--- src/axil_macros.svh ---
// AXI4-Lite memory path: bus widths, SRAM size and the fixed PROT value
`ifndef AXIL_MACROS_SVH
`define AXIL_MACROS_SVH

// ----------------------------------------
// Bus widths
// ----------------------------------------
`define AXIL_DATA_W 64
`define AXIL_ADDR_W 32
`define AXIL_STRB_W (`AXIL_DATA_W / 8)

// ----------------------------------------
// SRAM and protection
// ----------------------------------------
`define SRAM_DEPTH_WORDS 256      // 2 KiB of 64-bit words
`define AXIL_PROT_VAL 3'b000      // Unprivileged, secure, data access

`endif

--- src/axil_pkg.sv ---
// AXI4-Lite memory path package: response codes and requester select
package axil_pkg;

  // AXI response codes, as carried on BRESP and RRESP
  typedef enum logic [1:0] {
    OKAY   = 2'b00,
    EXOKAY = 2'b01,
    SLVERR = 2'b10,
    DECERR = 2'b11
  } axil_resp_e;

  // Owner of the shared master
  typedef enum logic {
    SEL_IF  = 1'b0,   // Instruction fetch
    SEL_LSU = 1'b1    // Load/store unit
  } req_sel_e;

endpackage

--- src/mem_req_arbiter.sv ---
// Fixed-priority arbiter between fetch and load/store, locked for the whole transaction
`timescale 1ns/1ps
`include "axil_macros.svh"

module mem_req_arbiter (
  input  logic                       i_aclk,
  input  logic                       i_rst_n,
  // Fetch port
  input  logic                       i_if_valid,
  input  logic [`AXIL_ADDR_W-1:0]    i_if_addr,
  // Load/store port
  input  logic                       i_lsu_valid,
  input  logic                       i_lsu_wen,
  input  logic [`AXIL_ADDR_W-1:0]    i_lsu_addr,
  input  logic [`AXIL_DATA_W-1:0]    i_lsu_wdata,
  input  logic [`AXIL_STRB_W-1:0]    i_lsu_strb,
  output logic                       o_if_done,
  output logic                       o_lsu_done,
  // Toward the master
  output logic                       o_rw_valid,
  output logic                       o_rw_wen,
  output logic [`AXIL_ADDR_W-1:0]    o_rw_addr,
  output logic [`AXIL_DATA_W-1:0]    o_rw_wdata,
  output logic [`AXIL_STRB_W-1:0]    o_rw_strb,
  input  logic                       i_rw_done
);
  import axil_pkg::*;

  req_sel_e owner_q;
  req_sel_e sel_now;      // Winner if the arbiter were free this cycle
  req_sel_e cur_sel;
  logic     locked_q;

  assign sel_now = i_lsu_valid ? SEL_LSU : SEL_IF;   // LSU has priority
  assign cur_sel = locked_q ? owner_q : sel_now;

  always_ff @(posedge i_aclk or negedge i_rst_n) begin
    if (!i_rst_n) begin
      locked_q <= 1'b0;
      owner_q  <= SEL_IF;
    end else if (!locked_q && (i_if_valid || i_lsu_valid)) begin
      locked_q <= 1'b1;
      owner_q  <= sel_now;
    end else if (locked_q && i_rw_done) begin
      locked_q <= 1'b0;
    end
  end

  // Forwarded request
  always_comb begin
    if (cur_sel == SEL_LSU) begin
      o_rw_valid = i_lsu_valid;
      o_rw_wen   = i_lsu_wen;
      o_rw_addr  = i_lsu_addr;
      o_rw_wdata = i_lsu_wdata;
      o_rw_strb  = i_lsu_strb;
    end else begin
      o_rw_valid = i_if_valid;
      o_rw_wen   = 1'b0;           // Fetch only reads
      o_rw_addr  = i_if_addr;
      o_rw_wdata = '0;
      o_rw_strb  = '1;
    end
  end

  assign o_if_done  = i_rw_done & locked_q & (owner_q == SEL_IF);
  assign o_lsu_done = i_rw_done & locked_q & (owner_q == SEL_LSU);

endmodule

--- config.mk ---
export PLATFORM = sky130hd
export DESIGN_NAME = mem_req_arbiter
export DESIGN_NICKNAME = d
export VERILOG_FILES = /design/src/axil_pkg.sv /design/src/mem_req_arbiter.sv
export VERILOG_INCLUDE_DIRS = /design/src /design/src/src
export SDC_FILE = /design/constraint.sdc
export NUM_CORES = 1
export LEC_CHECK = 0
export ABC_AREA = 1
export BUFFER_PORTS_ARGS = -buffer_cell sky130_fd_sc_hd__buf_2
export CAP_MARGIN = 30
export CELL_PAD_IN_SITES_DETAIL_PLACEMENT = 1
export CELL_PAD_IN_SITES_GLOBAL_PLACEMENT = 2
export CORE_UTILIZATION = 10
export CTS_CLUSTER_SIZE = 14
export DETAILED_ROUTE_END_ITERATION = 6
export GPL_ROUTABILITY_DRIVEN = 0
export PLACE_DENSITY = 0.95
export SLEW_MARGIN = 20
export SYNTH_ARGS = -nofsm -noshare
export SYNTH_HDL_FRONTEND = slang
export SYNTH_SLANG_ARGS = --single-unit
--- constraint.sdc ---
create_clock -name i_aclk -period 1.45 [get_ports i_aclk]
set_input_delay 0.2175 -clock i_aclk [delete_from_list [all_inputs] [get_ports i_aclk]]
set_output_delay 0.2175 -clock i_aclk [all_outputs]
set_load 0.1 [all_outputs]
# Word-level counts from Yosys, hierarchy flattened
# Cells that the tools add are included.
# Widths: inputs -> output; s select.
# classes
mux	9
reduce_logical	5
n_bitwise	4
# ops
op	n
$mux 64	1
$mux 32	1
$mux 8	1
$mux 1	6
$and 1x1->1	3
$logic_and 1x1->1	2
$reduce_bool 2->1	1
$logic_not 1->1	1
$logic_or 1x1->1	1
$not 1->1	1
# totals
wordCells	20
output_inout_bits	108
ff_bits	2

# Depth between registers and ports, before layout
# Gate-level depths: netlist (run 1).
# depth
ltp_word	3
depth_mapped	6

# Worst setup path after synthesis (run 1)
# Ideal clock, no wire load.
# synth_timing
path_type	reg2out
from	register locked_q
to	output o_rw_wdata[10]
required_time_ps	1233
t_arrival_ps	2030
setup_slack_ps	-797
path_stages_with_launch	5
path_cell_list	dfrtp_1 nand2_2 nand2_2 buf_2 nor2_1
# synth_via
elab_chain_cells	2
# synth_rtl
element	line	text
from (decl)	mem_req_arbiter.sv:32	logic locked_q;
from (signal assigned)	mem_req_arbiter.sv:39	locked_q <= 1'b0;
from (signal assigned)	mem_req_arbiter.sv:42	locked_q <= 1'b1;
from (signal assigned)	mem_req_arbiter.sv:45	locked_q <= 1'b0;
$mux 1	mem_req_arbiter.sv:35	assign cur_sel = locked_q ? owner_q : sel_now;
$mux 64	mem_req_arbiter.sv:51	if (cur_sel == SEL_LSU) begin
to (decl)	mem_req_arbiter.sv:23	output logic [`AXIL_DATA_W-1:0] o_rw_wdata,
# No other way between the ends.

# Worst setup path in the final report (run 1)
# layout_timing
from	register locked_q
to	output o_rw_addr[24]
# layout_via
elab_chain_cells	2
# layout_rtl
element	line	text
$mux 1	mem_req_arbiter.sv:35	
$mux 32	mem_req_arbiter.sv:51	
to (decl)	mem_req_arbiter.sv:22	output logic [`AXIL_ADDR_W-1:0] o_rw_addr,
# No other way between the ends.

==> metrics.cfg, run 1 <==
[setup_path]
cp-end-kind = output port
crit_chain = inv_4 > nand2_2 > clkbuf_16 > nand3_1 > nand2_4 > buf_12
crit_path_top_delay_cell = dfrtp_2
cp.required_ns = 1.23
critPathArrivalTime_ns = 1.47
critPathMaxStageDelay_ns = 0.45
critPathBufInv = 3
crit_path_start_kind = register
crit_family = buffers and inverters
cp_max_fo = 16
path_class = reg2out

[logic_synthesis]
synth-seq-cells = 2
synth.cell_area_sq_mm = 0.001360
ys_types = 15
synth_top_family_by_area = simple AND/OR/NAND/NOR gates
synth-compound-area-share_pct = 1.104
synth_nets = 423
synthXorXnorAreaFrac_pct = 0
synthMuxAreaShare_pct = 0
synthSimpleGateAreaFrac_pct = 65.78
synth_seq_area_share_pct = 3.680
synthCells = 281
yosys_warnings = 0
synthAdderAreaFrac_pct = 0
avgSynthCellArea_sq_um = 4.840

[route]
via_per_inst = 3.878
antenna_left = 0
drtPass1Iterations = 4
wl_met2_um = 5860
wire_per_inst_um = 14.06
via_count = 2761
routed_wl_um = 10010
initialDrtViolationCount = 48
met1_length_um = 3381
drc_errors = 0
top_layer_used = met4
wl_met3_um = 642

[sta]
clock.fmax_mhz = 592.2
layout_setup_ws_ns = -0.2386
layout_min_cycle_time_ns = 1.689
worst_pin_slew_ns = 0.1808
relSlewSlack_pct = 87.95
hold_viol_final = 0
tns_ns = -22.87
period_share_pct = 116.5
drv_slew = 0
rsz0062_at_grt = yes
setup_viol = 106
finalClockSkew_ns = 0.001579

[cts]
cts_setup_buffers = 0
path_clk_slew_ns = 0.03
clock-root-buffer = clkbuf_16
clock_latency_ns = 0.22
clk_path_buf_depth = 2
numCtsBuffers = 3
htreeDepth = 1
cts_tree = yes
clock_sinks = 2

[global_route]
grt_pass1_wl_um = 14710
antenna_found_initial = 0
grt_usage_pct = 12.90
grt_pass1_vias = 2981
grt.overflow.total = 0
grt_max_degree = 34

[run_status]
status = finished with violations
violations = setup timing

[floorplan]
num_io_pins = 250
die_h_um = 118.6
die_x_um = 118.6
start_util_pct = 10.27
dieArea_sq_mm = 0.01407
core_area_sq_mm = 0.01324
rows = 42

[final_layout]
nNetsFinal = 680
final_util_pct = 42.08
fillers = 1517
diodes = 0
syn_to_final_growth_pct = 309.8
drive_above_1_share_pct = 72.76

[pwr]
powerDensity_mw_per_mm2 = 1778
vdd_ir_drop_max_mv = 0.8471
total_leakage_power_nw = 2.831

[flow_run]
maxCapViolations = 0

[worst_hold_path]
hp-class = in2reg

[place]
io_buffers = 249
hpwl_um = 8256

==> metal layers <==
metal	global-route usage, %	vias to the layer above
met5	0	-
met2	27.01	137
li1	-	1329
met3	2.654	8
met4	3.244	0
met1	12.43	1287
==> timing repair <==
item                                    4_1_cts  5_1_grt
hold endpoints to repair                      2        0
hold buffers                                  1        0
pin swaps                                     0        4
cloned                                        0        7
gates resized for setup                       3       12
endpoints found under the setup margin      106      106
==> cell type report <==
type / instances / area [sq um] / area share, %
Clock buffer: 3 / 75.07 / 1.347
Inverter: 77 / 294.0 / 5.276
Multi-Input combinational cell: 184 / 1652 / 29.64
Sequential cell: 2 / 51.30 / 0.9205
Tap cell: 176 / 220.2 / 3.952
Timing Repair Buffer: 270 / 3281 / 58.87
==> stage by stage <==
| stage | instance area (sq um) | total power, mW | cells | hold WS, ns | setup WS [ns] |
|---|---|---|---|---|---|
| finish | 5573 | 9.911 | 712 | 0.2071 | -0.2386 |
| global route | 5573 | 10.20 | 712 | 0.2325 | -0.3001 |
| floorplan | 2066 | 6.003 | 281 | -0.07809 | -0.1878 |
| CTS | 5340 | 9.654 | 705 | 0.2155 | -0.2367 |
| detailed placement | 5240 | 9.218 | 701 | 0.008689 | -0.001211 |
| global placement | 5240 | 9.116 | 701 | 0.003359 | 0.02485 |
==> state kept, by name, indices dropped and copies added, names as in the netlist <==
signal	flops
owner_q	1
locked_q	1
==> layout by cell type (no fill, tap or decap), drive strengths merged <==
cell type	count
inv	77
nand2	49
nand3	65
o21ai	3
dlygate4sd3	1
dfrtp	2
nor2	67
buf	263
clkbuf	9
==> worst paths after layout <==
kind | slack, ns | depth (start not counted) | from | end
worst min register to register | 0.72 | 2 | locked_q$_DFFE_PN0P_ | locked_q$_DFFE_PN0P_
worst max-delay path | -0.24 | 6 | locked_q$_DFFE_PN0P_ | o_rw_addr[24]
max in group asynchronous | 1.01 | 2 | i_rst_n | locked_q$_DFFE_PN0P_
worst min-delay path | 0.21 | 2 | i_rw_done | locked_q$_DFFE_PN0P_
worst max register to register | 0.22 | 5 | locked_q$_DFFE_PN0P_ | owner_q$_DFFE_PN0P_
min in group asynchronous | 0.33 | 2 | i_rst_n | locked_q$_DFFE_PN0P_
==> Yosys cell counts <==
master | instances | share of area, %
buf_1 | 2 | 0.55
buf_2 | 8 | 2.9
o21ai_0 | 3 | 1.1
nand2_2 | 2 | 0.92
nor2_4 | 10 | 8.3
nand2_4 | 1 | 0.83
nand3_1 | 65 | 24
inv_1 | 75 | 21
dfrtp_1 | 2 | 3.7
clkbuf_1 | 5 | 1.4
nor2_1 | 37 | 10
nand2_1 | 45 | 12
inv_2 | 2 | 0.55
nor2_2 | 20 | 9.2
buf_6 | 4 | 3.3
==> kinds of logic (layout without fill, tap and decap cells) <==
group                  Yosys count  count (layout)
AOI/OAI and AO/OA                3               3
and+or+nand+nor                180             181
buffers and inverters           96             350
DFF                              2               2
==> power breakdown <==
group / switching [mW] / total, mW / internal, mW / leakage [nW]
registers: 0.0254 / 0.0958 / 0.0704 / 0.0204
logic: 6.14 / 9.41 / 3.27 / 2.77
clock network: 0.0593 / 0.410 / 0.350 / 0.0370
(Power assumes the default switching activity.)
==> run 2, diff against run 1 <==
BUFFER_PORTS_ARGS = -buffer_cell sky130_fd_sc_hd__buf_4   (was -buffer_cell sky130_fd_sc_hd__buf_2)
==> run 2 against run 1 <==
  * The run still ends with setup timing left
  * Wire length grew 12%
  * Design area rose by 3.5%
  * Final cell count shrank 0.42%
  * Worst setup slack gained 0.015 ns
  * Largest power group unchanged
  * Highest routed layer unchanged
==> metrics.cfg, run 2 (synthesis gave the netlist of run 1 again) <==
[run_status]
status = finished with violations  ; unchanged
violations = setup timing  ; unchanged

[pwr]
power_mw = 9.869  ; was 9.911 mW
vdd_ir_drop_max_mv = 0.6696  ; was 0.8471 mV
total_leakage_power_nw = 2.907  ; was 2.831 nW
powerDensity_mw_per_mm2 = 1711  ; was 1778 mW/mm^2

[global_route]
grt_pass1_wl_um = 14640  ; was 14710 um
grt_usage_pct = 12.92  ; was 12.90%
grt_pass1_vias = 2987  ; was 2981
grt_max_degree = 34  ; unchanged
antenna_found_initial = 0  ; unchanged
grt.overflow.total = 0  ; unchanged

[setup_path]
endpoint = o_rw_wdata[53]  ; was o_rw_addr[24]
r2r_start = locked_q$_DFFE_PN0P_  ; unchanged
cp-end-kind = output port  ; unchanged
path_class = reg2out  ; unchanged
cp-startpoint = locked_q$_DFFE_PN0P_  ; unchanged
reg2reg_to = locked_q$_DFFE_PN0P_  ; was owner_q$_DFFE_PN0P_
rrSetupSlack_ns = 0.39  ; was 0.22 ns
rr_worst_depth = 5  ; unchanged
critPathArrivalTime_ns = 1.46  ; was 1.47 ns
crit_path_start_kind = register  ; unchanged
cp.required_ns = 1.23  ; about the same
cp_max_fo = 13  ; was 16

[cts]
clock_latency_ns = 0.22  ; about the same
numCtsBuffers = 3  ; unchanged
htreeDepth = 1  ; unchanged
clk_path_buf_depth = 2  ; unchanged
clock-root-buffer = clkbuf_16  ; unchanged
path_clk_slew_ns = 0.03  ; about the same
cts_tree = yes  ; unchanged
clock_sinks = 2  ; unchanged

[final_layout]
fin_cells = 709  ; was 712
nNetsFinal = 677  ; was 680
layout_common_cells = 146 x buf_4, 102 x buf_12, 74 x inv_1  ; was 141 x buf_2, 115 x buf_12, 74 x inv_1
diodes = 0  ; unchanged
drive_above_1_share_pct = 73.36  ; was 72.76%
syn_to_final_growth_pct = 324.0  ; was 309.8%
layout_commonest_cell = buf_4  ; was buf_2
top_regs = locked_q x1, owner_q x1  ; unchanged

[sta]
setup_viol = 106  ; unchanged
tns_ns = -20.61  ; was -22.87 ns
relSlewSlack_pct = 81.38  ; was 87.95%
rsz0062_at_grt = yes  ; unchanged
layout_min_cycle_time_ns = 1.674  ; was 1.689 ns
layout_setup_ws_ns = -0.2235  ; was -0.2386 ns
drv_slew = 0  ; unchanged
finalClockSkew_ns = 0.002453  ; was 0.001579 ns
clock.fmax_mhz = 597.5  ; was 592.2 MHz
period_share_pct = 115.4  ; was 116.5%
worst_pin_slew_ns = 0.2815  ; was 0.1808 ns
hold_viol_final = 0  ; unchanged

[place]
hpwl_um = 7344  ; was 8256 um
dpl.cell_count = 697  ; was 701
io_buffers = 249  ; unchanged
dp_slack_ns = -0.1413  ; was -0.001211 ns

[worst_hold_path]
hp-class = in2reg  ; unchanged
holdPathStages = 2  ; unchanged

[route]
routed_wl_um = 11170  ; was 10010 um
drtPass1Iterations = 4  ; unchanged
via_per_inst = 3.989  ; was 3.878
drc_errors = 0  ; unchanged
met1_length_um = 3672  ; was 3381 um
wire_per_inst_um = 15.75  ; was 14.06 um
wl_met2_um = 6634  ; was 5860 um
wl_met3_um = 609  ; was 642 um
initialDrtViolationCount = 61  ; was 48
top_layer_used = met4  ; unchanged
via_count = 2828  ; was 2761
antenna_left = 0  ; unchanged

[floorplan]
die_h_um = 118.6  ; unchanged
rows = 42  ; unchanged
start_util_pct = 10.27  ; unchanged
die_x_um = 118.6  ; unchanged
num_io_pins = 250  ; unchanged
dieArea_sq_mm = 0.01407  ; unchanged
core_area_sq_mm = 0.01324  ; unchanged

[flow_run]
maxCapViolations = 0  ; unchanged

-- run 2: cell types whose count changed in the layout (fill, tap and decap cells not counted), moves of 4 or more --
cell / previous run / this run
buf_2: 141 / 0
buf_12: 115 / 102
buf_4: 4 / 146
nand3_2: 1 / 5
buf_8: 0 / 10
nand3_1: 64 / 60
-- run 2: worst min-delay path by stage --
stage,startpoint,to,slack (ns)
2_1_floorplan,i_rst_n,locked_q$_DFFE_PN0P_,-0.08
3_5_place_dp,i_rst_n,locked_q$_DFFE_PN0P_,0.004
6_report,i_rw_done,locked_q$_DFFE_PN0P_,0.20
5_1_grt,i_rw_done,locked_q$_DFFE_PN0P_,0.20
4_1_cts,i_rw_done,locked_q$_DFFE_PN0P_,0.20
3_3_place_gp,i_rst_n,owner_q$_DFFE_PN0P_,0.0009
-- run 2: per-layer routing --
| metal | global-route usage [%] | vias to the layer above |
|---|---|---|
| met4 | 3.877 | 0 |
| met3 | 2.124 | 16 |
| met2 | 26.83 | 144 |
| met1 | 12.72 | 1343 |
| li1 | - | 1325 |
| met5 | 0 | - |
-- run 2: where the power goes --
group | internal (mW) | total [mW] | switching, mW
clock | 0.351 | 0.417 | 0.0662
combinational | 3.21 | 9.36 | 6.15
sequential | 0.0704 | 0.0908 | 0.0204
-- run 2: through the flow --
stage	utilization (%)	hold slack, ns	cell area (sq um)
2_1_floorplan	-	-0.07809	2066
3_3_place_gp	31.52	0.0009204	4174
3_5_place_dp	31.52	0.003917	4174
4_1_cts	38.25	0.1991	5065
5_1_grt	43.55	0.2014	5767
6_report	43.55	0.1956	5767
-- run 2: cell type report --
type                            count  area [sq um]
Clock buffer                        3         75.07
Inverter                           77         299.0
Fill cell                        1481          7476
Timing Repair Buffer              268          3487
Sequential cell                     2         51.30
Multi-Input combinational cell    183          1634
Tap cell                          176         220.2
-- run 2: what timing repair did --
action | CTS | global route
resized for setup | 203 | 129
setup buffers | 2 | 1
pin swaps | 0 | 3
gates cloned | 0 | 6
endpoints found under the setup margin | 106 | 108
hold buffers | 1 | 0
hold endpoints to repair | 2 | 0
-- run 2: worst max-delay path, stage by stage, from the launching register on --
cell and delay [ns]:
dfrtp_2 0.44, nand2_4 0.13, nand2_8 0.13, buf_16 0.20, nor2_4 0.14, buf_12 0.18
==> run 3, diff against run 2 <==
ABC_AREA = not set   (was 1)
CORE_MARGIN = 4   (was not set)
==> run 3 against run 2 <==
  * The flow still finishes with violations (setup timing)
  * Global-route usage grew 0.32 points
  * Clock-buffer cell count is the same
  * Register-to-register slack gained 0.04 ns
  * Clock skew shrank 0.0017 ns
  * Design area shrank 12%
  * Sequential cell count is the same
  * Die area shrank 15%
  * Hold slack gained 0.025 ns
  * Largest power group unchanged
==> metrics.cfg, run 3 <==
[setup_path]
crit_path_top_delay_cell = dfrtp_1  ; was dfrtp_2
crit_family = multiplexers  ; was flip-flops
cp-startpoint = locked_q$_DFFE_PN0P_  ; unchanged
critPathMaxStageDelay_ns = 0.39  ; was 0.44 ns
critPathArrivalTime_ns = 1.75  ; was 1.46 ns
critPathBufInv = 3  ; was 2
r2r_start = locked_q$_DFFE_PN0P_  ; unchanged
rrSetupSlack_ns = 0.43  ; was 0.39 ns
cp-end-kind = output port  ; unchanged
crit_path_start_kind = register  ; unchanged
path_class = reg2out  ; unchanged
reg2reg_to = owner_q$_DFFE_PN0P_  ; was locked_q$_DFFE_PN0P_
crit_chain = mux2i_4 > buf_6 > clkbuf_16 > mux2_4 > buf_12  ; was nand2_4 > nand2_8 > buf_16 > nor2_4 > buf_12
cp_max_fo = 5  ; was 13
path_depth = 5  ; unchanged
endpoint = o_rw_addr[30]  ; was o_rw_wdata[53]
rr_worst_depth = 3  ; was 5
cp.required_ns = 1.23  ; about the same

[pwr]
vdd_ir_drop_max_mv = 0.8059  ; was 0.6696 mV
total_leakage_power_nw = 2.591  ; was 2.907 nW
powerDensity_mw_per_mm2 = 1387  ; was 1711 mW/mm^2

[place]
hpwl_um = 7291  ; was 7344 um
io_buffers = 249  ; unchanged
dp_slack_ns = -0.3395  ; was -0.1413 ns

[route]
initialDrtViolationCount = 11  ; was 61
routed_wl_um = 10080  ; was 11170 um
via_count = 2084  ; was 2828
drtPass1Iterations = 3  ; was 4
antenna_left = 0  ; unchanged
drc_errors = 0  ; unchanged
via_per_inst = 3.932  ; was 3.989
wire_per_inst_um = 19.02  ; was 15.75 um

[final_layout]
fillers = 996  ; was 1481
top_regs = locked_q x1, owner_q x1  ; unchanged
diodes = 0  ; unchanged
drive_above_1_share_pct = 97.73  ; was 73.36%
layout_common_cells = 161 x buf_4, 86 x buf_12, 65 x nor2b_4  ; was 146 x buf_4, 102 x buf_12, 74 x inv_1
layout_commonest_cell = buf_4  ; unchanged
regArea_sq_um = 50.05  ; was 51.30 sq um
multi_input_area_sq_mm = 0.001539  ; was 0.001634 sq mm
nNetsFinal = 541  ; was 677
syn_to_final_growth_pct = 396.0  ; was 324.0%

[cts]
htreeDepth = 1  ; unchanged
numCtsBuffers = 3  ; unchanged
cts_tree = yes  ; unchanged
clk_path_buf_depth = 2  ; unchanged
clock_sinks = 2  ; unchanged
clock_latency_ns = 0.21  ; was 0.22 ns
path_clk_slew_ns = 0.03  ; about the same
clock-root-buffer = clkbuf_8  ; was clkbuf_16

[run_status]
status = finished with violations  ; unchanged
violations = setup timing  ; unchanged

[worst_hold_path]
hp-class = in2reg  ; unchanged
hold_start = i_rw_done  ; unchanged

[sta]
drv_slew = 0  ; unchanged
rsz0062_at_grt = yes  ; unchanged
period_share_pct = 135.6  ; was 115.4%
setup_viol = 106  ; unchanged
finalClockSkew_ns = 0.0007105  ; was 0.002453 ns
clock.fmax_mhz = 508.5  ; was 597.5 MHz
fin_hold_ws_ns = 0.2210  ; was 0.1956 ns
relSlewSlack_pct = 81.01  ; was 81.38%
layout_setup_ws_ns = -0.5167  ; was -0.2235 ns
layout_min_cycle_time_ns = 1.967  ; was 1.674 ns
hold_viol_final = 0  ; unchanged
worst_pin_slew_ns = 0.2872  ; was 0.2815 ns

[global_route]
grt.overflow.total = 0  ; unchanged
grt_max_degree = 23  ; was 34
antenna_found_initial = 0  ; unchanged
grt_pass1_vias = 2258  ; was 2987
grt_pass1_wl_um = 12010  ; was 14640 um
grt_usage_pct = 13.24  ; was 12.92%

[logic_synthesis]
avgSynthCellArea_sq_um = 7.851  ; was 4.840 sq um
ys_top_cells_by_count = 65 x nor2b_1, 32 x mux2_2, 8 x or2_1  ; was 75 x inv_1, 65 x nand3_1, 45 x nand2_1
synth.cell_area_sq_mm = 0.001028  ; was 0.001360 sq mm
synthFlopType = dfrtp_1  ; unchanged
synthMuxAreaShare_pct = 37.23  ; was 0%
synth_top_family_by_area = simple AND/OR/NAND/NOR gates  ; unchanged
synth-edff-count = 0  ; unchanged
synthSimpleGateAreaFrac_pct = 47.08  ; was 65.78%
synth_top_area_cell = nor2b_1  ; was nand3_1
synth_nets = 273  ; was 423
synthCells = 131  ; was 281
synth_seq_area_share_pct = 4.866  ; was 3.680%
ys_types = 18  ; was 15
synth-compound-area-share_pct = 2.920  ; was 1.104%
synth_area_leaders = nor2b_1 40%, mux2_2 35%, dfrtp_1 4.9%, or2_1 4.9%, buf_4 2.9%  ; was nand3_1 24%, inv_1 21%, nand2_1 12%, nor2_1 10%, nor2_2 9.2%
async_reset_ff_share_pct = 100.0  ; unchanged
synth-seq-cells = 2  ; unchanged
yosys_warnings = 0  ; unchanged
synthAdderAreaFrac_pct = 0  ; unchanged
synthXorXnorAreaFrac_pct = 0  ; unchanged
yosys.cell_count.top_type = nor2b_1  ; was inv_1
synth_top_cell_area_share_pct = 39.54  ; was 23.92%

[flow_run]
maxCapViolations = 0  ; unchanged

[floorplan]
die_h_um = 109.4  ; was 118.6 um
num_io_pins = 250  ; unchanged
rows = 36  ; was 42
dieArea_sq_mm = 0.01197  ; was 0.01407 sq mm
die_x_um = 109.4  ; was 118.6 um
core_area_sq_mm = 0.009910  ; was 0.01324 sq mm
start_util_pct = 10.38  ; was 10.27%

## run 3: per-layer routing
layer | share of wire, % | track usage, % | wire length (um)
met1 | 29 | 11.32 | 2959
met2 | 58 | 28.47 | 5802
met3 | 11 | 4.287 | 1145
met4 | 1.7 | 3.206 | 175
met5 | 0 | 0 | 0
## run 3: repair_timing
action                                 4_1_cts  5_1_grt
endpoints found under the hold margin        2        0
gates cloned                                 0        4
setup buffers                                0        3
hold buffers                                 1        0
setup endpoints to repair                  107      108
pin swaps                                    0        1
resized for setup                          119      168
## run 3: where the power goes
group	switching (mW)	internal (mW)
registers	0.0107	0.0654
logic	4.23	2.55
clock network	0.0445	0.176
total	4.29	2.79
## run 3: through the flow
| stage | power (mW) | utilization (%) | TNS (ns) | std cells | area (sq um) |
|---|---|---|---|---|---|
| finish | 7.073 | 51.48 | -43.60 | 530 | 5101 |
| global route | 7.260 | 51.48 | -47.67 | 530 | 5101 |
| CTS | 6.238 | 43.32 | -48.09 | 523 | 4293 |
| detailed placement | 5.509 | 37.90 | -29.26 | 519 | 3756 |
| global placement | 5.453 | 37.90 | -25.21 | 519 | 3756 |
| floorplan | 4.413 | - | -24.63 | 131 | 1687 |
## run 3: area by class of cell
class	instances	share of cell area (%)
Sequential cell	2	0.9811
Clock buffer	3	0.8094
Inverter	2	0.1472
Multi-Input combinational cell	115	30.17
Timing Repair Buffer	275	64.63
Tap cell	133	3.262
## run 3: worst min-delay path by stage
stage | end | slack (ns) | cells past startpoint
finish | locked_q$_DFFE_PN0P_ | 0.22 | 2
global route | locked_q$_DFFE_PN0P_ | 0.23 | 2
detailed placement | owner_q$_DFFE_PN0P_ | 0.01 | 1
floorplan | locked_q$_DFFE_PN0P_ | -0.08 | 0
global placement | owner_q$_DFFE_PN0P_ | 0.009 | 1
CTS | locked_q$_DFFE_PN0P_ | 0.21 | 2
## run 3: cells by family (layout without fill, tap and decap cells)
kind of cell	count (synthesis)	after routing
AO/OA/AOI/OAI	4	4
buffers and inverters	14	280
flip-flops	2	2
multiplexers	33	33
AND/OR/NAND/NOR	78	78
