## src/axil_macros.svh

```systemverilog
// AXI4-Lite memory path: bus widths, SRAM size and the fixed PROT value
`ifndef AXIL_MACROS_SVH
`define AXIL_MACROS_SVH

// ----------------------------------------
// Bus widths
// ----------------------------------------
`define AXIL_DATA_W 64
`define AXIL_ADDR_W 32
`define AXIL_STRB_W (`AXIL_DATA_W / 8)

// ----------------------------------------
// SRAM and protection
// ----------------------------------------
`define SRAM_DEPTH_WORDS 256      // 2 KiB of 64-bit words
`define AXIL_PROT_VAL 3'b000      // Unprivileged, secure, data access

`endif

```

## src/axil_pkg.sv

```systemverilog
// AXI4-Lite memory path package: response codes and requester select
package axil_pkg;

  // AXI response codes, as carried on BRESP and RRESP
  typedef enum logic [1:0] {
    OKAY   = 2'b00,
    EXOKAY = 2'b01,
    SLVERR = 2'b10,
    DECERR = 2'b11
  } axil_resp_e;

  // Owner of the shared master
  typedef enum logic {
    SEL_IF  = 1'b0,   // Instruction fetch
    SEL_LSU = 1'b1    // Load/store unit
  } req_sel_e;

endpackage

```

## src/axil_master_wrap.sv

```systemverilog
// AXI4-Lite master wrapper: turns one held request into a single read or write transaction
`timescale 1ns/1ps
`include "axil_macros.svh"

module axil_master_wrap (
  input  logic                       i_aclk,
  input  logic                       i_rst_n,
  // Request side
  input  logic                       i_rw_valid,
  input  logic                       i_rw_wen,
  input  logic [`AXIL_ADDR_W-1:0]    i_rw_addr,
  input  logic [`AXIL_DATA_W-1:0]    i_rw_wdata,
  input  logic [`AXIL_STRB_W-1:0]    i_rw_strb,
  output logic                       o_rw_done,
  output logic [`AXIL_DATA_W-1:0]    o_rw_rdata,
  output logic                       o_rw_err,
  // Write address channel
  output logic                       o_awvalid,
  input  logic                       i_awready,
  output logic [`AXIL_ADDR_W-1:0]    o_awaddr,
  output logic [2:0]                 o_awprot,
  // Write data channel
  output logic                       o_wvalid,
  input  logic                       i_wready,
  output logic [`AXIL_DATA_W-1:0]    o_wdata,
  output logic [`AXIL_STRB_W-1:0]    o_wstrb,
  // Write response channel
  input  logic                       i_bvalid,
  output logic                       o_bready,
  input  axil_pkg::axil_resp_e       i_bresp,
  // Read address channel
  output logic                       o_arvalid,
  input  logic                       i_arready,
  output logic [`AXIL_ADDR_W-1:0]    o_araddr,
  output logic [2:0]                 o_arprot,
  // Read data channel
  input  logic                       i_rvalid,
  output logic                       o_rready,
  input  logic [`AXIL_DATA_W-1:0]    i_rdata,
  input  axil_pkg::axil_resp_e       i_rresp
);
  import axil_pkg::*;

  typedef enum logic [1:0] {WR_IDLE, WR_ADDR, WR_WRITE, WR_RESP} wr_state_e;
  typedef enum logic [1:0] {RD_IDLE, RD_ADDR, RD_READ} rd_state_e;

  wr_state_e wr_state_q, wr_state_d;
  rd_state_e rd_state_q, rd_state_d;

  logic aw_fire, w_fire, b_fire, ar_fire, r_fire;
  logic start;

  assign aw_fire = o_awvalid & i_awready;
  assign w_fire  = o_wvalid  & i_wready;
  assign b_fire  = i_bvalid  & o_bready;
  assign ar_fire = o_arvalid & i_arready;
  assign r_fire  = i_rvalid  & o_rready;

  // The request is still up during the done cycle, so it must not restart
  assign start = i_rw_valid & ~o_rw_done & (wr_state_q == WR_IDLE) & (rd_state_q == RD_IDLE);

  // ----------------------------------------
  // State machines
  // ----------------------------------------
  always_comb begin
    wr_state_d = wr_state_q;
    case (wr_state_q)
      WR_IDLE:  if (start && i_rw_wen) wr_state_d = WR_ADDR;
      WR_ADDR:  if (aw_fire) wr_state_d = WR_WRITE;
      WR_WRITE: if (w_fire) wr_state_d = WR_RESP;
      WR_RESP:  if (b_fire) wr_state_d = WR_IDLE;
      default:  wr_state_d = WR_IDLE;
    endcase
  end

  always_comb begin
    rd_state_d = rd_state_q;
    case (rd_state_q)
      RD_IDLE: if (start && !i_rw_wen) rd_state_d = RD_ADDR;
      RD_ADDR: if (ar_fire) rd_state_d = RD_READ;
      RD_READ: if (r_fire) rd_state_d = RD_IDLE;
      default: rd_state_d = RD_IDLE;
    endcase
  end

  always_ff @(posedge i_aclk or negedge i_rst_n) begin
    if (!i_rst_n) begin
      wr_state_q <= WR_IDLE;
      rd_state_q <= RD_IDLE;
      o_rw_done  <= 1'b0;
    end else begin
      wr_state_q <= wr_state_d;
      rd_state_q <= rd_state_d;
      o_rw_done  <= b_fire | r_fire;   // One pulse per transaction
    end
  end

  // ----------------------------------------
  // Channel outputs
  // ----------------------------------------
  assign o_awvalid = (wr_state_q == WR_ADDR);
  assign o_awaddr  = i_rw_addr;
  assign o_awprot  = `AXIL_PROT_VAL;

  assign o_wvalid  = (wr_state_q == WR_WRITE);
  assign o_wdata   = i_rw_wdata;
  assign o_wstrb   = i_rw_strb;
  assign o_bready  = (wr_state_q == WR_RESP);

  assign o_arvalid = (rd_state_q == RD_ADDR);
  assign o_araddr  = i_rw_addr;
  assign o_arprot  = `AXIL_PROT_VAL;
  assign o_rready  = (rd_state_q == RD_READ);

  // Result capture
  always_ff @(posedge i_aclk) begin
    if (r_fire) begin
      o_rw_rdata <= (i_rresp == OKAY) ? i_rdata : '0;   // Error reads return zero
      o_rw_err   <= (i_rresp != OKAY);
    end else if (b_fire) begin
      o_rw_err   <= (i_bresp != OKAY);
    end
  end

endmodule

```

## config.mk

```make
export PLATFORM = sky130hd
export DESIGN_NAME = axil_master_wrap
export DESIGN_NICKNAME = d
export VERILOG_FILES = /design/src/axil_pkg.sv /design/src/axil_master_wrap.sv
export VERILOG_INCLUDE_DIRS = /design/src /design/src/src
export SDC_FILE = /design/constraint.sdc
export NUM_CORES = 1
export LEC_CHECK = 0
export ABC_AREA = 1
export BUFFER_PORTS_ARGS = -buffer_cell sky130_fd_sc_hd__buf_2
export CORE_AREA = 8 8 149 151
export CTS_BUF_LIST = sky130_fd_sc_hd__clkbuf_4 sky130_fd_sc_hd__clkbuf_8
export DETAILED_ROUTE_END_ITERATION = 10
export DIE_AREA = 0 0 157 159
export PLACE_DENSITY = 0.54
export SYNTH_ARGS = -nofsm -noshare
export SYNTH_HDL_FRONTEND = slang
export SYNTH_SLANG_ARGS = --single-unit
```

## constraint.sdc

```tcl
create_clock -name i_aclk -period 3.2 [get_ports i_aclk]
set_input_delay 0.32 -clock i_aclk [delete_from_list [all_inputs] [get_ports i_aclk]]
set_output_delay 0.32 -clock i_aclk [all_outputs]
set_load 0.005 [all_outputs]
```

# After elaboration in Yosys (flattened, before gate mapping)
# Index checks and enable logic that the tools add are counted.
# W data, S select, Z words.
[totals]
ff_bits = 70
input_bits = 181
output_inout_bits = 213
elab_cells = 49
[op_classes]
eq_ne = 12
mux = 11
n_bitwise = 10
n_reduce_logical = 11
[ops]
columns = ["operator", "count"]
rows = [
  ["$mux W2", 7],
  ["$ne A2 B1 Y1 const B", 7],
  ["$and A1 B1 Y1", 8],
  ["$pmux W2 S4", 1],
  ["$eq A2 B2 Y1 const B", 3],
  ["$logic_not A2 Y1", 3],
  ["$pmux W2 S3", 1],
  ["$reduce_bool A2 Y1", 3],
  ["$eq A2 B1 Y1 const B", 2],
  ["$reduce_and A4 Y1", 1],
  ["$reduce_and A3 Y1", 1],
  ["$logic_and A1 B1 Y1", 2],
  ["$mux W1", 2],
  ["$logic_not A1 Y1", 1],
  ["$not A1 Y1", 1],
  ["$or A1 B1 Y1", 1],
]

# Longest topological paths before layout
# Gate-level depths: netlist of the first run.
[logic_depth]
ltp_word = 7
ltp_mapped = 9
mapped_depth_nobuf = 9

# Least setup slack after synthesis of the first run
# No wires, ideal clock.
[synth_timing]
path_kind = "register -> register"
start = "register rd_state_q[1]"
end = "register o_rw_rdata[0] (enable)"
setup_time_ns = 0.418
arrival_ns = 1.885
required_time_ns = 2.782
slack_ns = 0.897
path_stages_with_launch = 5
path_buffers = 0
period_less_slack_ns = 2.303
cell_sequence = "dfrtp_1 -> inv_1 -> nor2_4 -> nand2_2 -> inv_1"
[synth_via]
elab_chain_cells = 2
[synth_lines]
columns = ["item", "line", "text"]
rows = [
  ["from (decl)", "axil_master_wrap.sv:48", "rd_state_e rd_state_q, rd_state_d;"],
  ["from (signal assigned)", "axil_master_wrap.sv:93", "rd_state_q <= rd_state_d;"],
  ["$eq A2 B2 Y1", "axil_master_wrap.sv:113", "assign o_rready = (rd_state_q == RD_READ);"],
  ["via o_rready", "axil_master_wrap.sv:38", "output logic o_rready,"],
  ["$and A1 B1 Y1", "axil_master_wrap.sv:57", "assign r_fire = i_rvalid & o_rready;"],
  ["via r_fire", "axil_master_wrap.sv:50", "logic aw_fire, w_fire, b_fire, ar_fire, r_fire;"],
  ["to (signal assigned)", "axil_master_wrap.sv:118", "o_rw_rdata <= (i_rresp == OKAY) ? i_rdata : '0;"],
  ["to (decl)", "axil_master_wrap.sv:15", "output logic [`AXIL_DATA_W-1:0] o_rw_rdata,"],
]
# The timed path passes the listed nets, and every way through them passes these cells.
# A chain may end at the register's enable or synchronous reset.

# Worst setup path in the final report of the first run
[layout_timing]
start = "register rd_state_q[1]"
end = "register o_rw_rdata[61] (enable)"
[layout_via]
elab_chain_cells = 2
[layout_lines]
columns = ["item", "line"]
rows = [
  ["$eq A2 B2 Y1", "axil_master_wrap.sv:113"],
  ["$and A1 B1 Y1", "axil_master_wrap.sv:57"],
  ["via r_fire", "axil_master_wrap.sv:50"],
]
# The timed path passes the listed nets, and every way through them passes these cells.

==> PnR_summary.wiki, run 1 <==
{| class="wikitable"
! Metric !! Value
|-
| Post-synth design cell area || 0.00397 mm2
|-
| Wire per inst || 19.9 um
|-
| Setup violation total in the final timing report || 0
|-
| Initial cell density of the core || 20.0%
|-
| TritonCTS clock tree || done
|-
| Result of the run || finished clean
|-
| Total negative setup slack || 0 ps
|-
| Critical Path Fanout Max || 55
|-
| Unrepaired setup endpoints after global routing || no
|-
| Io pins || 394
|-
| Number of warning messages in the yosys log || 0
|-
| Max-cap check violation count || 0
|-
| Gate Count Post-Synth || 390
|-
| Total Routing Usage GR || 10.3%
|-
| Gates resized, CTS repair || 0
|-
| Final WS setup || between 1500 and 2000 ps
|-
| Number of hold-slack violations in the final timing report || 0
|-
| Via count of the routed design || 2279
|-
| Required time of the critical path || ~3200 ps
|-
| Clock buffers created by TritonCTS || 9
|-
| Count of TritonRoute iterations in the first routing pass || 4
|-
| Period Utilization, post-route || 49.9%
|-
| HP Class || in -> reg
|-
| Initial antenna violation count || 0
|-
| Avg Cell Area, Syn || 10.2 um2
|-
| Die Span Y || 159 um
|-
| Wire length of the first global-routing pass || 17.9 mm
|-
| Worst hold slack || ~180 ps
|-
| Leading cell types by total area after synthesis || sky130_fd_sc_hd__edfxtp_1 (49%), sky130_fd_sc_hd__buf_4 (27%), sky130_fd_sc_hd__inv_1 (7.0%)
|-
| CTS sink cnt || 70
|-
| Yosys top cell area share || 49.2%
|-
| Global placer's final weighted congestion || between 0.7 and 0.8
|-
| Worst-Margin Slew || 735 ps
|-
| Maximum achievable frequency || 0.627 GHz
|-
| CTS root buffer || sky130_fd_sc_hd__clkbuf_8
|-
| Chip width || 157 um
|-
| Area growth syn-to-layout || 4.32%
|-
| Power per Cell Area || 563 mW/mm2
|-
| Residual antenna-violating net count after detailed routing || 0
|-
| Buffers from clock root to sink, at most || 2
|-
| Worst vdd rail ir drop || ~0.14 mV
|-
| Library cell occupying the most area in the post-synthesis netlist || sky130_fd_sc_hd__edfxtp_1
|-
| Critical Setup Path Class || reg -> reg
|-
| Full die area || 0.0250 mm2
|-
| Max-Slew Margin vs Limit || 51.0%
|-
| Antenna diode count || 0
|-
| Worst setup startpoint || rd_state_q[1]$_DFFE_PN0P_
|-
| Total leakage power || ~0.002 uW
|-
| Final non-filler cell total || between 600 and 700
|-
| Time the final worst path needs with I/O delays and setup || ~1600 ps
|-
| Detailed Route Iter0 Violations || 84
|-
| Final slew viol count || 0
|-
| H-tree levels || 3
|-
| Avg Vias per Cell || 3.35
|-
| Layout cells sized above 1 || 44.3%
|-
| Detailed-route DRC error count || 0
|-
| Via count of the first global-routing pass || approximately 2400
|-
| Cell Count Post-Placement || 665
|-
| Clock latency of the later-clocked register in the worst-skew pair || around 340 ps
|-
| Number of rows created at floorplan || 52
|-
| Startpoint of the most critical hold path || i_rw_wen
|-
| Number of synthesized register bits || 70
|-
| Sum of net half-perimeters after detailed placement || about 11 mm
|-
| Number of nets at the end of the flow || 592
|-
| Critical path launch point type || flip-flop
|-
| Core Box Area || 0.0198 mm2
|-
| Setup crit end kind || flip-flop
|-
| Share of the core filled with cells in the final layout || 20.9%
|-
| Number of different library cells in the post-synthesis netlist || 20
|-
| Total of buffers placed on input and output ports || 147
|-
| Worst clock skew on the final layout || 4.21 ps
|-
| Wire length after detailed routing || roughly 14 mm
|-
| Maximum number of pins on one net before global-route repair || 65
|-
| Residual overflow from global routing || 0
|-
| CP Data Arrival Time || 1610 ps
|-
| Reg-to-reg startpoint || rd_state_q[1]$_DFFE_PN0P_
|-
| Clock-pin slew on the worst setup and hold paths || 70 ps
|-
| Pre-CTS setup slack || 1590 ps
|-
| Sequential share of the synthesized area || 52.3%
|}
worst paths after layout:
path	endpoint	cells after the start	slack [ps]
worst max-delay path	o_rw_rdata[61]$_SDFFCE_PP0P_	5	1600
worst min-delay path	rd_state_q[0]$_DFFE_PN0P_	2	180
worst max register to register	o_rw_rdata[61]$_SDFFCE_PP0P_	5	1600
worst min register to register	wr_state_q[1]$_DFFE_PN0P_	2	550
max in group asynchronous	rd_state_q[1]$_DFFE_PN0P_	2	2730
min in group asynchronous	rd_state_q[0]$_DFFE_PN0P_	2	330
critical path: stages (launching register included):
cell and delay [ps]:
sky130_fd_sc_hd__dfrtp_1 410, sky130_fd_sc_hd__inv_1 110, sky130_fd_sc_hd__nor2_4 90, sky130_fd_sc_hd__nand2_2 80, sky130_fd_sc_hd__inv_2 220, sky130_fd_sc_hd__buf_12 300
placed cells by master (no fill, tap or decap):
master,count
sky130_fd_sc_hd__buf_12,1
sky130_fd_sc_hd__buf_2,147
sky130_fd_sc_hd__bufinv_16,1
sky130_fd_sc_hd__clkbuf_4,1
sky130_fd_sc_hd__clkbuf_8,9
sky130_fd_sc_hd__clkinv_1,1
sky130_fd_sc_hd__clkinv_2,2
sky130_fd_sc_hd__clkinvlp_4,1
sky130_fd_sc_hd__conb_1,6
sky130_fd_sc_hd__dfrtp_1,5
sky130_fd_sc_hd__dlygate4sd3_1,1
sky130_fd_sc_hd__edfxtp_1,65
sky130_fd_sc_hd__ha_1,4
sky130_fd_sc_hd__inv_1,73
sky130_fd_sc_hd__inv_2,1
sky130_fd_sc_hd__inv_4,1
sky130_fd_sc_hd__nand2_1,9
sky130_fd_sc_hd__nand2_2,3
sky130_fd_sc_hd__nand3_1,3
sky130_fd_sc_hd__nand4_1,1
sky130_fd_sc_hd__nor2_1,56
sky130_fd_sc_hd__nor2_2,12
sky130_fd_sc_hd__nor2_4,2
sky130_fd_sc_hd__o21ai_0,1
sky130_fd_sc_hd__o21ai_1,2
sky130_fd_sc_hd__o31ai_1,1
sky130_fd_sc_hd__o32ai_1,1
sky130_fd_sc_hd__or2_2,1
sequential cells by signal, indices dropped and copies added, names as in the netlist:
name,cells
rd_state_q,2
o_rw_err,1
wr_state_q,2
o_rw_done,1
o_rw_rdata,64
per-layer routing:
layer | share of wire (%) | vias to the layer above | global-route usage [%]
met5 | 0.39 | - | 1.65
met4 | 3.8 | 2 | 4.94
met3 | 22 | 46 | 9.64
met2 | 49 | 235 | 17.6
met1 | 25 | 935 | 7.23
li1 | - | 1061 | -
cell families after synthesis:
group	synth area share (%)
and+or+nand+nor	9.78
other	0.0945
buffers and inverters	35.7
AOI/OAI and AO/OA	0.788
adders and majority gates	1.26
DFF	52.3
timing repair:
item	CTS	global route
hold buffers	1	0
endpoints found under the hold margin	5	0
setup buffers	0	0
power by group:
group,switching [uW],total (uW),internal [uW]
Clock,321,680,359
Combinational,270,463,193
Sequential,51.3,1190,1140
cell type report:
| type | count | area (um2) |
|---|---|---|
| flip-flops and latches | 70 | 2080 |
| clock inverters | 5 | 51.3 |
| repair buffers | 149 | 766 |
| fillers | 2170 | 15700 |
| well taps | 270 | 338 |
| clock buffers | 10 | 131 |
| multi-input cells | 102 | 492 |
| inverters | 75 | 284 |
stage by stage:
stage	power [uW]	area [um2]
finish	2330	4140
global route	2470	4140
CTS	2380	4140
detailed placement	1690	3950
global placement	1680	3950
floorplan	1600	3990
Yosys cell counts (all sizes together):
library cell and count:
conb 1, dfrtp 5, o21ai 3, or2 1
nand3 3, o31ai 1, nand2 12, o32ai 1
nor2 70, buf 148, nand4 1, ha 4
inv 75, edfxtp 65
(Power assumes the default switching activity.)
==> inputs of run 2 (changes only) <==
ABC_AREA = 0   (was 1)
CORE_AREA = 8 8 146 148   (was 8 8 149 151)
DIE_AREA = 0 0 154 156   (was 0 0 157 159)
PLACE_DENSITY = 0.55   (was 0.54)
clock period = 1.59 ns   (was 3.2 ns; I/O delays follow)
==> run 2 against run 1 <==
  * Routed wire length is 13% higher
  * Flip-flop and latch count stayed put
  * Critical path depth is 1 higher
  * Combinational power is 93% higher
  * Power is 110% higher
  * Area after synthesis is 4.4% lower
  * Critical path type unchanged
==> PnR_summary.wiki, run 2 <==
{| class="wikitable"
! Metric !! Value
|-
| Result of the run || finished clean (unchanged)
|-
| Power per Cell Area || 1180 mW/mm2 (was 563 mW/mm2)
|-
| Share of the core filled with cells in the final layout || 21.3% (was 20.9%)
|-
| Total negative setup slack || 0 ps (unchanged)
|-
| Clock-pin slew on the worst setup and hold paths || 80 ps (was 70 ps)
|-
| Core Box Area || 0.0191 mm2 (was 0.0198 mm2)
|-
| Critical Path Fanout Max || 4 (was 55)
|-
| Setup crit end kind || flip-flop (unchanged)
|-
| Max-cap check violation count || 0 (unchanged)
|-
| Residual overflow from global routing || 0 (unchanged)
|-
| Number of hold-slack violations in the final timing report || 0 (unchanged)
|-
| Slowest Stage Delay on Critical Path || 410 ps (about the same)
|-
| Io pins || 394 (unchanged)
|-
| Setup violation total in the final timing report || 0 (unchanged)
|-
| Required time of the critical path || 1810 ps (was 3220 ps)
|-
| Initial antenna violation count || 0 (unchanged)
|-
| Critical Setup Path Class || reg -> reg (unchanged)
|-
| Wire per inst || 26.6 um (was 19.9 um)
|-
| Via count of the first global-routing pass || 2200 (was 2351)
|-
| CTS sink cnt || 70 (unchanged)
|-
| Wire length of the first global-routing pass || 19.7 mm (was 17.9 mm)
|-
| Total leakage power || 0.00172 uW (was 0.00199 uW)
|-
| TritonCTS clock tree || done (unchanged)
|-
| Sequential share of the synthesized area || 54.7% (was 52.3%)
|-
| Library cell occupying the most area in the post-synthesis netlist || sky130_fd_sc_hd__edfxtp_1 (unchanged)
|-
| Detailed Route Iter0 Violations || 77 (was 84)
|-
| Buffers from clock root to sink, at most || 2 (unchanged)
|-
| Number of different library cells in the post-synthesis netlist || 22 (was 20)
|-
| Gate Count Post-Synth || 313 (was 390)
|-
| Final Instance Area || 0.00407 mm2 (was 0.00414 mm2)
|-
| Top cells by instance count after synthesis || sky130_fd_sc_hd__buf_4 (142), sky130_fd_sc_hd__edfxtp_1 (65), sky130_fd_sc_hd__and2_1 (64) (was sky130_fd_sc_hd__buf_4 (142), sky130_fd_sc_hd__inv_1 (74), sky130_fd_sc_hd__edfxtp_1 (65))
|-
| Number of rows created at floorplan || 51 (was 52)
|-
| Post-synth EDFFs || 65 (unchanged)
|-
| Layout cells sized above 1 || 52.7% (was 44.3%)
|-
| Avg Vias per Cell || 3.69 (was 3.35)
|-
| Cell type group with the largest total delay on the critical path || flip-flops (was buffers and inverters)
|-
| Register with the highest flop count || o_rw_rdata (unchanged)
|-
| Number of nets at the end of the flow || 518 (was 592)
|-
| Wire length after detailed routing || 15.3 mm (was 13.5 mm)
|-
| Maximum number of pins on one net before global-route repair || 66 (was 65)
|-
| Leading cell types by total area after synthesis || sky130_fd_sc_hd__edfxtp_1 (51%), sky130_fd_sc_hd__buf_4 (28%), sky130_fd_sc_hd__and2_1 (11%) (was sky130_fd_sc_hd__edfxtp_1 (49%), sky130_fd_sc_hd__buf_4 (27%), sky130_fd_sc_hd__inv_1 (7.0%))
|-
| Antenna diode count || 0 (unchanged)
|-
| Most frequently used cell type in the post-synthesis netlist || sky130_fd_sc_hd__buf_4 (unchanged)
|-
| CP Data Arrival Time || 1720 ps (was 1610 ps)
|-
| Clock latency of the later-clocked register in the worst-skew pair || 340 ps (about the same)
|-
| Post-synth top flop || sky130_fd_sc_hd__edfxtp_1 (unchanged)
|-
| Largest registers || o_rw_rdata: 64 flops, rd_state_q: 2 flops, wr_state_q: 2 flops (unchanged)
|-
| Avg Cell Area, Syn || 12.1 um2 (was 10.2 um2)
|-
| Crit path cell chain || inv_1 -> ha_2 -> nand2b_1 -> o221ai_2 -> a21oi_2 -> mux2_4 (was inv_1 -> nor2_4 -> nand2_2 -> inv_2 -> buf_12)
|-
| Critical path launch point type || flip-flop (unchanged)
|-
| Full die area || 0.0240 mm2 (was 0.0250 mm2)
|-
| Area growth syn-to-layout || 7.25% (was 4.32%)
|-
| Initial cell density of the core || 19.9% (was 20.0%)
|-
| Time the final worst path needs with I/O delays and setup || 1500 ps (was 1600 ps)
|-
| Total power after layout || 4800 uW (was 2330 uW)
|-
| Post-synth design cell area || 0.00379 mm2 (was 0.00397 mm2)
|-
| H-tree levels || 3 (unchanged)
|-
| Via count of the routed design || 2125 (was 2279)
|-
| Period Utilization, post-route || 94.0% (was 49.9%)
|-
| Leading cell types in the layout, fill and taps excluded || sky130_fd_sc_hd__buf_2 (147), sky130_fd_sc_hd__edfxtp_1 (65), sky130_fd_sc_hd__and2_1 (64), sky130_fd_sc_hd__clkbuf_8 (9), sky130_fd_sc_hd__conb_1 (6) (was sky130_fd_sc_hd__buf_2 (147), sky130_fd_sc_hd__inv_1 (73), sky130_fd_sc_hd__edfxtp_1 (65), sky130_fd_sc_hd__nor2_1 (56), sky130_fd_sc_hd__nor2_2 (12))
|-
| Number of warning messages in the yosys log || 0 (unchanged)
|-
| Placed instance area || 0.00382 mm2 (was 0.00395 mm2)
|-
| Worst vdd rail ir drop || 0.400 mV (was 0.137 mV)
|-
| Async S/R FF share, synth || 7.14% (unchanged)
|-
| Residual antenna-violating net count after detailed routing || 0 (unchanged)
|-
| Sum of net half-perimeters after detailed placement || 13.6 mm (was 11.5 mm)
|-
| Final slew viol count || 0 (unchanged)
|-
| Count of TritonRoute iterations in the first routing pass || 4 (unchanged)
|-
| Chip width || 154 um (was 157 um)
|-
| Largest register FFs || 64 (unchanged)
|-
| Total Routing Usage GR || 11.9% (was 10.3%)
|-
| Worst clock skew on the final layout || 10.8 ps (was 4.21 ps)
|-
| Yosys top cell area share || 51.4% (was 49.2%)
|-
| Number of synthesized register bits || 70 (unchanged)
|-
| HP Class || in -> reg (unchanged)
|-
| Unrepaired setup endpoints after global routing || no (unchanged)
|-
| Global placer's final weighted congestion || 0.805 (was 0.773)
|-
| Slowest cell on the critical path || sky130_fd_sc_hd__dfrtp_1 (unchanged)
|-
| Maximum achievable frequency || 0.669 GHz (was 0.627 GHz)
|-
| Total of buffers placed on input and output ports || 147 (unchanged)
|-
| Detailed-route DRC error count || 0 (unchanged)
|-
| Commonest non-fill, non-tap cell in the layout || sky130_fd_sc_hd__buf_2 (unchanged)
|-
| Clock buffers created by TritonCTS || 9 (unchanged)
|-
| CTS root buffer || sky130_fd_sc_hd__clkbuf_8 (unchanged)
|-
| Die Span Y || 156 um (was 159 um)
|-
| Worst path buffer plus inverter count || 1 (was 3)
|}
run 2: changes by cell type in the layout (fill, tap and decap cells not counted), sizes merged, moves of 2 or more:
cell and delta:
buf +4, nand2 -9, and2b +2, mux2 +2, and2 +64, nor2 -67, inv -69, nand3 -3
run 2: kinds of logic (layout without fill, tap and decap cells):
family                     after synthesis  count (layout)  share of synthesized area (%)
and+or+nand+nor                         75              75                           12.3
muxes                                    2               2                          0.593
AOI/OAI and AO/OA                        6               6                           1.38
other                                    1               6                         0.0988
buffers and inverters                  155             175                           29.6
DFF                                     70              70                           54.7
adders and majority gates                4               4                           1.32
run 2: metal layers:
layer  vias up  track usage (%)  part of all wire (%)
li1        907                -                     -
met1       913             7.66                    22
met2       287             20.7                    50
met3        16             13.5                    26
met4         2             3.83                   1.8
met5         -             1.29                  0.22
run 2: report_power, final:
part | switching (uW) | total, uW | leakage [uW] | internal (uW)
Sequential | 85.4 | 2320 | 0.000668 | 2240
Clock | 675 | 1590 | 0.000110 | 911
Combinational | 451 | 893 | 0.000940 | 442
run 2: area by class of cell:
type | count | area (um2)
multi-input combinational | 93 | 636
timing repair buffer | 153 | 808
clock buffer | 10 | 131
fill | 2037 | 15000
sequential | 70 | 2080
tap | 238 | 298
inverter | 6 | 26.3
clock inverter | 6 | 93.8
run 2: stage by stage:
step / hold WS [ps] / instances / setup WS [ps]
floorplan: -137 / 318 / -401
global placement: -21.5 / 558 / 176
detailed placement: -17.1 / 558 / 66.6
CTS: 55.3 / 575 / 51.8
global route: 56.6 / 576 / 29.9
finish: 71.0 / 576 / 94.9
run 2: path summary, 6_finish.rpt:
| path | to | slack [ps] | from | cells past startpoint |
|---|---|---|---|---|
| max in group asynchronous | o_rw_done$_DFF_PN0_ | 1290 | i_rst_n | 2 |
| hold reg to reg | rd_state_q[0]$_DFFE_PN0P_ | 480 | rd_state_q[1]$_DFFE_PN0P_ | 1 |
| min in group asynchronous | rd_state_q[1]$_DFFE_PN0P_ | 170 | i_rst_n | 2 |
| setup / recovery | wr_state_q[1]$_DFFE_PN0P_ | 90 | wr_state_q[0]$_DFFE_PN0P_ | 6 |
| setup reg to reg | wr_state_q[1]$_DFFE_PN0P_ | 90 | wr_state_q[0]$_DFFE_PN0P_ | 6 |
| hold / removal | rd_state_q[1]$_DFFE_PN0P_ | 70 | i_arready | 2 |
run 2: repair_timing:
| item | CTS | global route |
|---|---|---|
| hold buffers | 1 | 0 |
| endpoints found under the hold margin | 5 | 0 |
| setup endpoints to repair | 0 | 1 |
| buffers inserted | 0 | 1 |
| resized for setup | 0 | 2 |
run 2: worst reg2reg max path: stages (launching register included):
cell                       delay (ps)
sky130_fd_sc_hd__dfrtp_1          410
sky130_fd_sc_hd__inv_1             90
sky130_fd_sc_hd__ha_2             200
sky130_fd_sc_hd__nand2b_1          90
sky130_fd_sc_hd__o221ai_2         110
sky130_fd_sc_hd__a21oi_2          170
sky130_fd_sc_hd__mux2_4           320
